File: src/arb_pkg.sv
package arb_pkg;

    // master side
    localparam int NUM_MASTERS = 4;
    localparam int ID_W        = 2;                    // log2 of NUM_MASTERS
    localparam int PAYLOAD_W   = 53;                   // packed AR/AW fields

    // guard gap between two downstream transfers
    localparam int ARB_GAP     = 4;
    localparam int GAP_CNT_W   = $clog2(ARB_GAP);
    localparam logic [GAP_CNT_W-1:0] GAP_LAST = GAP_CNT_W'(ARB_GAP - 1);

    // response routing FIFO
    localparam int FIFO_DEPTH  = 4;
    localparam int FIFO_PTR_W  = $clog2(FIFO_DEPTH);
    localparam int FIFO_CNT_W  = FIFO_PTR_W + 1;       // holds 0..FIFO_DEPTH
    localparam logic [FIFO_CNT_W-1:0] FIFO_FULL_CNT = FIFO_CNT_W'(FIFO_DEPTH);

    // controller phases
    typedef enum logic [1:0]
    {
        ST_ARB  = 2'b00,                               // waiting for a request
        ST_XFER = 2'b01,                               // payload offered downstream
        ST_GAP  = 2'b10                                // idle guard cycles
    } arb_state_e;

endpackage

File: src/arb_ctrl.sv
`timescale 1ns/100ps

module arb_ctrl
(
    input  logic clk,
    input  logic rst_n,
    input  logic grant_valid,                          // arbiter found a request
    input  logic xfer_done,                            // downstream handshake
    input  logic fifo_full,                            // no room for another grant id
    output logic arb_en
);

    arb_pkg::arb_state_e                 state;
    logic [arb_pkg::GAP_CNT_W-1:0]       gap_cnt;

    // only arbitrate when the response FIFO can take the grant id
    assign arb_en = (state == arb_pkg::ST_ARB) && !fifo_full;

    always_ff @(posedge clk or negedge rst_n)
    begin
        if (!rst_n)
        begin
            state <= arb_pkg::ST_ARB;
        end
        else
        begin
            case (state)
                arb_pkg::ST_ARB:
                begin
                    if (grant_valid)
                        state <= arb_pkg::ST_XFER;
                end
                arb_pkg::ST_XFER:
                begin
                    if (xfer_done)                     // m_ready back-pressure holds us here
                        state <= arb_pkg::ST_GAP;
                end
                arb_pkg::ST_GAP:
                begin
                    if (gap_cnt == arb_pkg::GAP_LAST)
                        state <= arb_pkg::ST_ARB;
                end
                default:
                    state <= arb_pkg::ST_ARB;
            endcase
        end
    end

    // counts the idle cycles spent in ST_GAP
    always_ff @(posedge clk or negedge rst_n)
    begin
        if (!rst_n)
            gap_cnt <= '0;
        else if (state == arb_pkg::ST_GAP)
            gap_cnt <= gap_cnt + 1'b1;                 // wraps to 0 on the last gap cycle
        else
            gap_cnt <= '0;
    end

endmodule

File: src/rr_arbiter.sv
`timescale 1ns/100ps

module rr_arbiter
(
    input  logic                             clk,
    input  logic                             rst_n,
    input  logic                             arb_en,
    input  logic [arb_pkg::NUM_MASTERS-1:0]  s_valid,
    output logic [arb_pkg::NUM_MASTERS-1:0]  grant_onehot,
    output logic [arb_pkg::ID_W-1:0]         grant_sel,
    output logic                             grant_valid
);

    logic [arb_pkg::NUM_MASTERS-1:0] req;
    logic [arb_pkg::ID_W-1:0]        prio_ptr;         // highest priority master
    logic [arb_pkg::ID_W-1:0]        scan_idx;

    assign req = arb_en ? s_valid : '0;

    // first active request at or after the pointer wins
    always_comb
    begin
        grant_onehot = '0;
        grant_sel    = '0;
        grant_valid  = 1'b0;
        scan_idx     = prio_ptr;
        for (int i = 0; i < arb_pkg::NUM_MASTERS; i++)
        begin
            scan_idx = prio_ptr + i[arb_pkg::ID_W-1:0]; // wraps modulo master count
            if (req[scan_idx] && !grant_valid)
            begin
                grant_valid            = 1'b1;
                grant_sel              = scan_idx;
                grant_onehot[scan_idx] = 1'b1;
            end
        end
    end

    // winner drops to lowest priority
    always_ff @(posedge clk or negedge rst_n)
    begin
        if (!rst_n)
            prio_ptr <= '0;
        else if (grant_valid)
            prio_ptr <= grant_sel + 1'b1;
    end

endmodule

File: src/addr_out_stage.sv
`timescale 1ns/100ps

module addr_out_stage
(
    input  logic                             clk,
    input  logic                             rst_n,
    input  logic [arb_pkg::PAYLOAD_W-1:0]    s0_payload,
    input  logic [arb_pkg::PAYLOAD_W-1:0]    s1_payload,
    input  logic [arb_pkg::PAYLOAD_W-1:0]    s2_payload,
    input  logic [arb_pkg::PAYLOAD_W-1:0]    s3_payload,
    input  logic [arb_pkg::NUM_MASTERS-1:0]  grant_onehot,
    input  logic [arb_pkg::ID_W-1:0]         grant_sel,
    input  logic                             grant_valid,
    input  logic                             m_ready,
    output logic [arb_pkg::NUM_MASTERS-1:0]  s_ready,
    output logic [arb_pkg::PAYLOAD_W-1:0]    m_payload,
    output logic [arb_pkg::ID_W-1:0]         m_id,
    output logic                             m_valid,
    output logic                             xfer_done,
    output logic                             fifo_push,
    output logic [arb_pkg::ID_W-1:0]         push_id
);

    logic [arb_pkg::PAYLOAD_W-1:0] sel_payload;

    always_comb
    begin
        case (grant_sel)
            2'd0:    sel_payload = s0_payload;
            2'd1:    sel_payload = s1_payload;
            2'd2:    sel_payload = s2_payload;
            default: sel_payload = s3_payload;
        endcase
    end

    assign xfer_done = m_valid && m_ready;
    assign push_id   = m_id;                           // id stays valid while fifo_push is high

    // captured once per grant, held until the downstream handshake
    always_ff @(posedge clk)
    begin
        if (grant_valid)
        begin
            m_payload <= sel_payload;
            m_id      <= grant_sel;
        end
    end

    always_ff @(posedge clk or negedge rst_n)
    begin
        if (!rst_n)
        begin
            s_ready   <= '0;
            m_valid   <= 1'b0;
            fifo_push <= 1'b0;
        end
        else
        begin
            s_ready   <= grant_onehot;                 // one-cycle ready to the winner
            fifo_push <= grant_valid;
            if (m_valid)
                m_valid <= !m_ready;
            else
                m_valid <= grant_valid;
        end
    end

endmodule

File: src/resp_route_fifo.sv
`timescale 1ns/100ps

module resp_route_fifo
(
    input  logic                             clk,
    input  logic                             rst_n,
    input  logic                             fifo_push,
    input  logic [arb_pkg::ID_W-1:0]         push_id,
    input  logic                             r_valid,
    input  logic                             r_last,
    input  logic [arb_pkg::NUM_MASTERS-1:0]  resp_ready,
    output logic                             fifo_full,
    output logic                             r_ready,
    output logic [arb_pkg::NUM_MASTERS-1:0]  resp_valid
);

    logic [arb_pkg::ID_W-1:0]       id_mem [arb_pkg::FIFO_DEPTH];
    logic [arb_pkg::FIFO_PTR_W-1:0] wr_ptr;
    logic [arb_pkg::FIFO_PTR_W-1:0] rd_ptr;
    logic [arb_pkg::FIFO_CNT_W-1:0] count;
    logic [arb_pkg::ID_W-1:0]       head_id;
    logic                           fifo_empty;
    logic                           push;
    logic                           pop;

    assign fifo_empty = (count == '0);
    assign fifo_full  = (count == arb_pkg::FIFO_FULL_CNT);
    assign head_id    = id_mem[rd_ptr];

    // steer the response to the owner of the oldest grant
    always_comb
    begin
        resp_valid = '0;
        r_ready    = 1'b0;
        if (!fifo_empty)
        begin
            resp_valid[head_id] = r_valid;
            r_ready             = resp_ready[head_id];
        end
    end

    assign push = fifo_push && !fifo_full;
    assign pop  = r_valid && r_ready && r_last;        // retire after the last beat

    always_ff @(posedge clk)
    begin
        if (push)
            id_mem[wr_ptr] <= push_id;
    end

    always_ff @(posedge clk or negedge rst_n)
    begin
        if (!rst_n)
        begin
            wr_ptr <= '0;
            rd_ptr <= '0;
            count  <= '0;
        end
        else
        begin
            if (push)
                wr_ptr <= wr_ptr + 1'b1;
            if (pop)
                rd_ptr <= rd_ptr + 1'b1;
            case ({push, pop})
                2'b10:   count <= count + 1'b1;
                2'b01:   count <= count - 1'b1;
                default: count <= count;               // both or neither
            endcase
        end
    end

endmodule

File: src/addr_arb_top.sv
`timescale 1ns/100ps

module addr_arb_top
(
    input  logic                             clk,
    input  logic                             rst_n,
    input  logic [arb_pkg::PAYLOAD_W-1:0]    s0_payload,
    input  logic [arb_pkg::PAYLOAD_W-1:0]    s1_payload,
    input  logic [arb_pkg::PAYLOAD_W-1:0]    s2_payload,
    input  logic [arb_pkg::PAYLOAD_W-1:0]    s3_payload,
    input  logic [arb_pkg::NUM_MASTERS-1:0]  s_valid,
    output logic [arb_pkg::NUM_MASTERS-1:0]  s_ready,
    output logic [arb_pkg::PAYLOAD_W-1:0]    m_payload,
    output logic [arb_pkg::ID_W-1:0]         m_id,
    output logic                             m_valid,
    input  logic                             m_ready,
    input  logic                             r_valid,
    input  logic                             r_last,
    output logic                             r_ready,
    output logic [arb_pkg::NUM_MASTERS-1:0]  resp_valid,
    input  logic [arb_pkg::NUM_MASTERS-1:0]  resp_ready
);

    logic                            arb_en;
    logic [arb_pkg::NUM_MASTERS-1:0] grant_onehot;
    logic [arb_pkg::ID_W-1:0]        grant_sel;
    logic                            grant_valid;
    logic                            xfer_done;
    logic                            fifo_push;
    logic [arb_pkg::ID_W-1:0]        push_id;
    logic                            fifo_full;

    arb_ctrl u_ctrl
    (
        .clk         (clk),
        .rst_n       (rst_n),
        .grant_valid (grant_valid),
        .xfer_done   (xfer_done),
        .fifo_full   (fifo_full),
        .arb_en      (arb_en)
    );

    rr_arbiter u_arbiter
    (
        .clk          (clk),
        .rst_n        (rst_n),
        .arb_en       (arb_en),
        .s_valid      (s_valid),
        .grant_onehot (grant_onehot),
        .grant_sel    (grant_sel),
        .grant_valid  (grant_valid)
    );

    addr_out_stage u_out_stage
    (
        .clk          (clk),
        .rst_n        (rst_n),
        .s0_payload   (s0_payload),
        .s1_payload   (s1_payload),
        .s2_payload   (s2_payload),
        .s3_payload   (s3_payload),
        .grant_onehot (grant_onehot),
        .grant_sel    (grant_sel),
        .grant_valid  (grant_valid),
        .m_ready      (m_ready),
        .s_ready      (s_ready),
        .m_payload    (m_payload),
        .m_id         (m_id),
        .m_valid      (m_valid),
        .xfer_done    (xfer_done),
        .fifo_push    (fifo_push),
        .push_id      (push_id)
    );

    resp_route_fifo u_resp_fifo
    (
        .clk        (clk),
        .rst_n      (rst_n),
        .fifo_push  (fifo_push),
        .push_id    (push_id),
        .r_valid    (r_valid),
        .r_last     (r_last),
        .resp_ready (resp_ready),
        .fifo_full  (fifo_full),
        .r_ready    (r_ready),
        .resp_valid (resp_valid)
    );

endmodule

File: config.mk
export PLATFORM = sky130hd
export DESIGN_NAME = addr_arb_top
export DESIGN_NICKNAME = d
export VERILOG_FILES = /design/src/arb_pkg.sv /design/src/arb_ctrl.sv /design/src/rr_arbiter.sv /design/src/addr_out_stage.sv /design/src/resp_route_fifo.sv /design/src/addr_arb_top.sv
export SDC_FILE = /design/constraint.sdc
export NUM_CORES = 1
export LEC_CHECK = 0
export ABC_AREA = 1
export BUFFER_PORTS_ARGS = -buffer_cell sky130_fd_sc_hd__buf_2
export CORE_AREA = 2 2 114 116
export DETAILED_ROUTE_END_ITERATION = 16
export DIE_AREA = 0 0 116 118
export GPL_ROUTABILITY_DRIVEN = 0
export PLACE_DENSITY = 0.88
export SETUP_SLACK_MARGIN = 0.3
export SYNTH_ARGS = -nofsm -noshare
export SYNTH_HDL_FRONTEND = slang
export SYNTH_HIERARCHICAL = 1
export SYNTH_SLANG_ARGS = --single-unit
File: constraint.sdc
create_clock -name clk -period 13.4 [get_ports clk]
set_input_delay 0 -clock clk [delete_from_list [all_inputs] [get_ports clk]]
set_output_delay 0 -clock clk [all_outputs]
set_load 0.01 [all_outputs]
-- After elaboration in Yosys (flattened, before gate mapping)
Memory sizes are Yosys's and may differ from the RTL's.
Cells that the tools add are included.
- $add $sub $neg: 9
- order comparisons: 10
- eq/ne operators: 11
- muxes and demuxes: 45
- bitwise gates (word level): 4
- reductions and logical operators: 23
- operators with widths (cell ; number):
    53-bit case mux with 3 select lines ; 1
    4-bit two-way mux ; 6
    1-bit two-way mux ; 18
    2-bit two-way mux ; 8
    2-bit by 3-bit < comparator with 1-bit output, second input constant ; 5
    1-bit logical AND ; 13
    4-bit bitwise OR ; 3
    2-bit by 1-bit adder with 2-bit output, second input constant ; 5
    1-bit binary-select mux with 2-bit select ; 5
    1-bit demux with 2-bit select ; 5
    2-bit by 1-bit greater-or-equal comparator with 1-bit output, second input constant ; 5
    2-bit == test, second input constant ; 4
    2-bit by 1-bit == test with 1-bit output, second input constant ; 3
    2-bit by 1-bit != test with 1-bit output, second input constant ; 3
    2-bit case mux with 3 select lines ; 1
    3-bit case mux with 2 select lines ; 1
    1-bit zero test ; 5
    2-bit adder, second input constant ; 2
    4-bit AND ; 1
    2-bit zero test ; 2
    3-bit by 1-bit adder with 3-bit output, second input constant ; 1
    3-bit == test, second input constant ; 1
    3-bit zero test ; 1
    3-bit AND reduction ; 1
    other kinds (2) ; 2
- bits in registers: 74
- memory bits (writable): 8
- input port bits: 225
- output and inout port bits: 65
- word-level logic and storage cells: 114
- memories kept: 1
- memory list (memory ; words ; width ; read ports ; clocked after memory_dff ; wr ports ; RTL line ; text):
    u_resp_fifo.id_mem ; 4 ; 2 ; 1 ; 0 ; 1 ; resp_route_fifo.sv:17 ; logic [arb_pkg::ID_W-1:0] id_mem [arb_pkg::FIFO_DEPTH];

-- Longest topological paths before layout
- depth in word-level cells: 18
- mapped depth: 18
- mapped depth without buffers: 16

-- Modules after synthesis
Netlist, hierarchy kept.
- modules (own cells, without submodules) (module ; instances ; cells an instance ; area each (sq um) ; seq. area each (sq um)):
    addr_out_stage ; 1 ; 374 ; 3463.3 ; 1801.7
    resp_route_fifo ; 1 ; 120 ; 1024.7 ; 415.4
    rr_arbiter ; 1 ; 105 ; 641.9 ; 50.0
    arb_ctrl ; 1 ; 23 ; 186.4 ; 100.1

-- Worst setup path after synthesis
No wires, ideal clock.
- path type: flip-flop to flip-flop
- start: register u_arbiter/prio_ptr[0] (netlist name)
- end: register u_out_stage/m_payload[50] (netlist name) (data pin)
- setup time: 0.264 ns
- arrival time: 4.196 ns
- required time: 13.136 ns
- path slack: 8.940 ns
- stages on the path, launching flop included: 16
- path buffers: 5
- period minus slack after synthesis: 4.460 ns
- path through: dfrtp_1 -> buf_6 -> inv_4 -> buf_8 -> ha_1 -> inv_1 -> nand3_2 -> nand2_2 -> nand4_1 -> nand2_1 -> a21oi_2 -> buf_6 -> buf_6 -> buf_6 -> nand3_1 -> nand4_1
- cells in the longest elaborated chain, start to end: 14
- elaborated cells between the ends (all ways): 28
- those cells by class: add/sub (3); eq/ne (2); mux (16); reduce/logical (7)
- RTL lines (item ; RTL line ; text):
    from (decl) ; rr_arbiter.sv:15 ; logic [arb_pkg::ID_W-1:0] prio_ptr;
    from (signal assigned) ; rr_arbiter.sv:45 ; prio_ptr <= grant_sel + 1'b1;
    branches (longest 11 deep; another with 2-bit by 1-bit adder with 2-bit output) ; - ;
    2-bit two-way mux (*) ; rr_arbiter.sv:30 ; if (req[scan_idx] && !grant_valid)
    named net grant_sel (one bit) ; addr_arb_top.sv:26 ; logic [arb_pkg::ID_W-1:0] grant_sel;
    2-bit == test (tied with other cells) ; addr_out_stage.sv:28 ; case (grant_sel)
    53-bit case mux with 3 select lines (*) ; addr_out_stage.sv:28 ;
    named net u_out_stage.sel_payload (one bit) ; addr_out_stage.sv:24 ; logic [arb_pkg::PAYLOAD_W-1:0] sel_payload;
    to (signal assigned) ; addr_out_stage.sv:44 ; m_payload <= sel_payload;
    to (decl) ; addr_out_stage.sv:16 ; output logic [arb_pkg::PAYLOAD_W-1:0] m_payload,
Mark *: on every way through the listed nets, which the timed path passes. The select of a mux whose other input is x is not followed.
A chain may end at the register's enable or synchronous reset.

-- Worst setup path after layout
- start: register u_ctrl.state[0]
- end: register u_out_stage/m_payload[40] (netlist name) (data pin)
- cells in the longest elaborated chain, start to end: 17
- elaborated cells between the ends (all ways): 28
- those cells by class: eq/ne (2); mux (17); reduce/logical (9)
- RTL lines (item ; RTL line ; text):
    from (decl) ; arb_ctrl.sv:13 ; arb_pkg::arb_state_e state;
    from (signal assigned) ; arb_ctrl.sv:23 ; state <= arb_pkg::ST_ARB;
    from (signal assigned) ; arb_ctrl.sv:31 ; state <= arb_pkg::ST_XFER;
    from (signal assigned) ; arb_ctrl.sv:36 ; state <= arb_pkg::ST_GAP;
    2-bit zero test (*) ; arb_ctrl.sv:17 ; assign arb_en = (state == arb_pkg::ST_ARB) && !fifo_full;
    1-bit logical AND (*) ; arb_ctrl.sv:17 ;
    named net arb_en ; addr_arb_top.sv:24 ; logic arb_en;
    4-bit two-way mux (*) ; rr_arbiter.sv:18 ; assign req = arb_en ? s_valid : '0;
    1-bit binary-select mux with 2-bit select ; rr_arbiter.sv:30 ;
    1-bit two-way mux (implied by the code) ; rr_arbiter.sv:30 ;
    1-bit two-way mux ; rr_arbiter.sv:30 ;
    1-bit zero test ; rr_arbiter.sv:30 ;
    (+4 left out) ; - ;
    1-bit two-way mux ; rr_arbiter.sv:30 ;
    1-bit zero test ; rr_arbiter.sv:30 ;
    1-bit logical AND ; rr_arbiter.sv:30 ;
    2-bit two-way mux (*) ; rr_arbiter.sv:30 ;
    named net grant_sel (one bit) ; addr_arb_top.sv:26 ;
    2-bit == test (tied with other cells) ; addr_out_stage.sv:28 ;
    53-bit case mux with 3 select lines (*) ; addr_out_stage.sv:28 ;
    named net u_out_stage.sel_payload (one bit) ; addr_out_stage.sv:24 ;
The timed path passes the listed nets; every way through them passes the cells marked *. The select of a mux whose other input is x is not followed.

==> out/qor.yml <==
clock_network:
  cts_tree: "done"
  clock_latency_ns: 0.35
  h-tree-depth: 3
  clkSinkCount: 82
  postCtsSetupBuffers: 0
  clockBufferDepth: 2
  clk_pin_slew_worst_paths_ns: 0.07
  cts_root_buffer: "clkbuf_16"
  cts_buffers: 9
drt:
  vias_per_cell: 5.60
  drt_drc_violations_left: 0
  finalWirelength_um: 21100
  via_count: 6527
  wl_per_cell_um: 18.1
  antenna_left: 0
  drt-initial-drc-count: 996
  first_pass_iters: 12
logic_synthesis:
  synth_top_area_share_pct: 35.6
  ys_warn_count: 6
  synth_area_leaders: "edfxtp_1 36%, nand3_1 18%, dfrtp_1 8.9%"
  synthTopCellsByCount: "190 x nand3_1, 111 x nand2_1, 63 x edfxtp_1"
  synth.most_common_cell: "nand3_1"
  synthesis.area_um2: 5320
  seq_area_frac_synth_pct: 44.5
  synth.distinct_cells: 32
  syn-num-nets: 861
  syn_inst: 622
  synth-edff-count: 63
  ys_dominant_reg_cell: "edfxtp_1"
  syn_avg_cell_area_um2: 8.55
  yosysTopAreaCell: "edfxtp_1"
  synthArstFlopShare_pct: 23.2
  synth-seq-cells: 82
min_path:
  holdCritPathClass: "in2reg"
  worstHoldStart: "s2_payload[1]"
  min_path_cells: 3
  min_to: "u_out_stage/m_payload[1]$_DFFE_PP_"
timing:
  worstMarginPinSlew_ns: 1.10
  fin_setup_tns_ns: 0
  max_slew_margin_pct: 26.9
  min_period_over_period_pct: 40.7
  hold_viol_final: 0
  setup_ws_ns: 7.95
  final_max_slew_viol_count: 0
  setup_viol: 0
  rsz0062_at_grt: "no"
  skew_ns: 0.0116
  fmax_ghz: 0.183
  min_period_ns: 5.45
placement:
  dp_hpwl_um: 13100
  dpl_worst_slack_ns: 8.73
  dp.cells: 1040
  io_buffers: 289
worst_setup_path:
  r2r_start: "u_ctrl/state[0]$_DFFE_PN0P_"
  end_kind: "register"
  regToRegSetupSlack_ns: 7.95
  cp_max_fo: 89
  critPathLaunchType: "register"
  worstPathArrival_ns: 5.55
  reg2reg_depth: 16
  r2r-end: "u_out_stage/m_payload[40]$_DFFE_PP_"
  crit_required_ns: 13.49
  crit_type: "reg2reg"
grt:
  grt_pass1_vias: 6297
  grtUsageMet3_pct: 9.27
  grt_pass1_wl_um: 31800
  grt_use_total_pct: 30.4
  grt_util_met2_pct: 49.2
  grt_max_degree: 109
  antenna_found_initial: 3
  use_met1_pct: 35.7
  gr-max-usage-layer: "met2"
  gr-total-overflow: 0
flow_run:
  max-cap-violations: 0
die:
  start_util_pct: 42.8
  rows: 41
  core_um2: 12400
  die_x_um: 116
  die_y_um: 118
  pin_count: 290
  dieArea_um2: 13700
finish:
  synthToLayoutAreaGrowth_pct: 51.5
  multi_input_area_um2: 2430
  drive_gt1_share_pct: 35.2
  nFillCells: 986
  final_nets: 1223
  finalNonFillerCells: 1165
  final-seq-area_um2: 2370
outcome:
  status: "completed"
[per-stage QoR]
| stage | instance area, um^2 | hold WS [ns] | utilization [%] |
|---|---|---|---|
| 4_1_cts | 8050 | 0.00547 | 64.8 |
| 2_1_floorplan | 5320 | -0.296 | - |
| 5_1_grt | 8050 | 0.0164 | 64.9 |
| 6_report | 8060 | 0.0130 | 64.9 |
| 3_5_place_dp | 6670 | -0.0373 | 53.7 |
| 3_3_place_gp | 6670 | -0.0445 | 53.7 |
[layout by cell type (no fill, tap or decap), drive strengths merged]
master	instances
a21oi	9
buf	292
clkbuf	13
clkinv	1
dfrtp	19
diode	4
dlygate4sd3	105
edfxtp	63
fa	1
ha	13
inv	49
nand2	128
nand3	202
nand4	56
nor2	17
nor3	5
o21ai	10
o21bai	1
o22ai	1
xnor2	1
xor2	3
[sequential cells by signal (all words and copies together) (netlist names)]
name                   flops
u_out_stage/fifo_push      1
u_resp_fifo/id_mem         8
u_ctrl/state               2
u_out_stage/s_ready        4
u_resp_fifo/rd_ptr         2
u_out_stage/m_id           2
u_arbiter/prio_ptr         2
u_resp_fifo/count          3
u_ctrl/gap_cnt             2
u_out_stage/m_payload     53
u_resp_fifo/wr_ptr         2
u_out_stage/m_valid        1
[cell families after synthesis]
logic type	Yosys count	share of synthesized area, %
and+or+nand+nor	408	39.3
buffers and inverters	93	10.0
DFF	82	44.5
adders and majority gates	14	3.44
AOI/OAI and AO/OA	21	2.12
xor gates and xnor gates	4	0.659
[worst max-delay path, cell delays in order (launching register included)]
cell	delay, ns
dfrtp_1	0.41
nor2_1	0.15
inv_1	0.08
nor2_1	0.65
nand3_1	0.24
nand3_2	0.15
nand2_2	0.08
inv_1	0.08
nand2_2	0.09
nand2_4	0.11
nor2_2	0.06
a21oi_4	0.50
buf_4	0.84
inv_2	0.66
nand3_1	0.30
nand4_1	0.14
dlygate4sd3_1	0.60
[worst max path at each step]
stage	end	from	slack, ns
final	u_out_stage/m_payload[40]$_DFFE_PP_	u_ctrl/state[0]$_DFFE_PN0P_	7.95
after global routing	u_out_stage/m_payload[38]$_DFFE_PP_	u_ctrl/state[0]$_DFFE_PN0P_	7.64
after CTS	u_out_stage/m_payload[52]$_DFFE_PP_	u_ctrl/state[0]$_DFFE_PN0P_	8.18
after detailed placement	u_out_stage/m_payload[15]$_DFFE_PP_	u_ctrl/state[0]$_DFFE_PN0P_	8.73
after global placement	u_out_stage/m_payload[5]$_DFFE_PP_	u_ctrl/state[0]$_DFFE_PN0P_	8.88
after floorplan	u_out_stage/m_payload[50]$_DFFE_PP_	u_arbiter/prio_ptr[0]$_DFFE_PN0P_	8.94
[final cells by class]
class	count	share of cell area [%]
well taps	172	2.67
flip-flops and latches	82	29.4
clock inverters	3	0.295
inverters	47	2.31
diodes	4	0.124
multi-input cells	447	30.2
clock buffers	13	3.76
repair buffers	397	31.3
[repair_timing]
item | 4_1_cts | 5_1_grt
resized for setup | 0 | 0
hold buffers | 105 | 0
endpoints found under the hold margin | 73 | 0
[per-layer routing]
layer	routed length, um	part of all wire (%)
met1	7530	36
met2	10000	47
met3	2420	11
met4	1190	5.6
met5	0	0
Power is not shown: default switching activity piles up to over one toggle a cycle in this logic, so the estimate is an artifact.
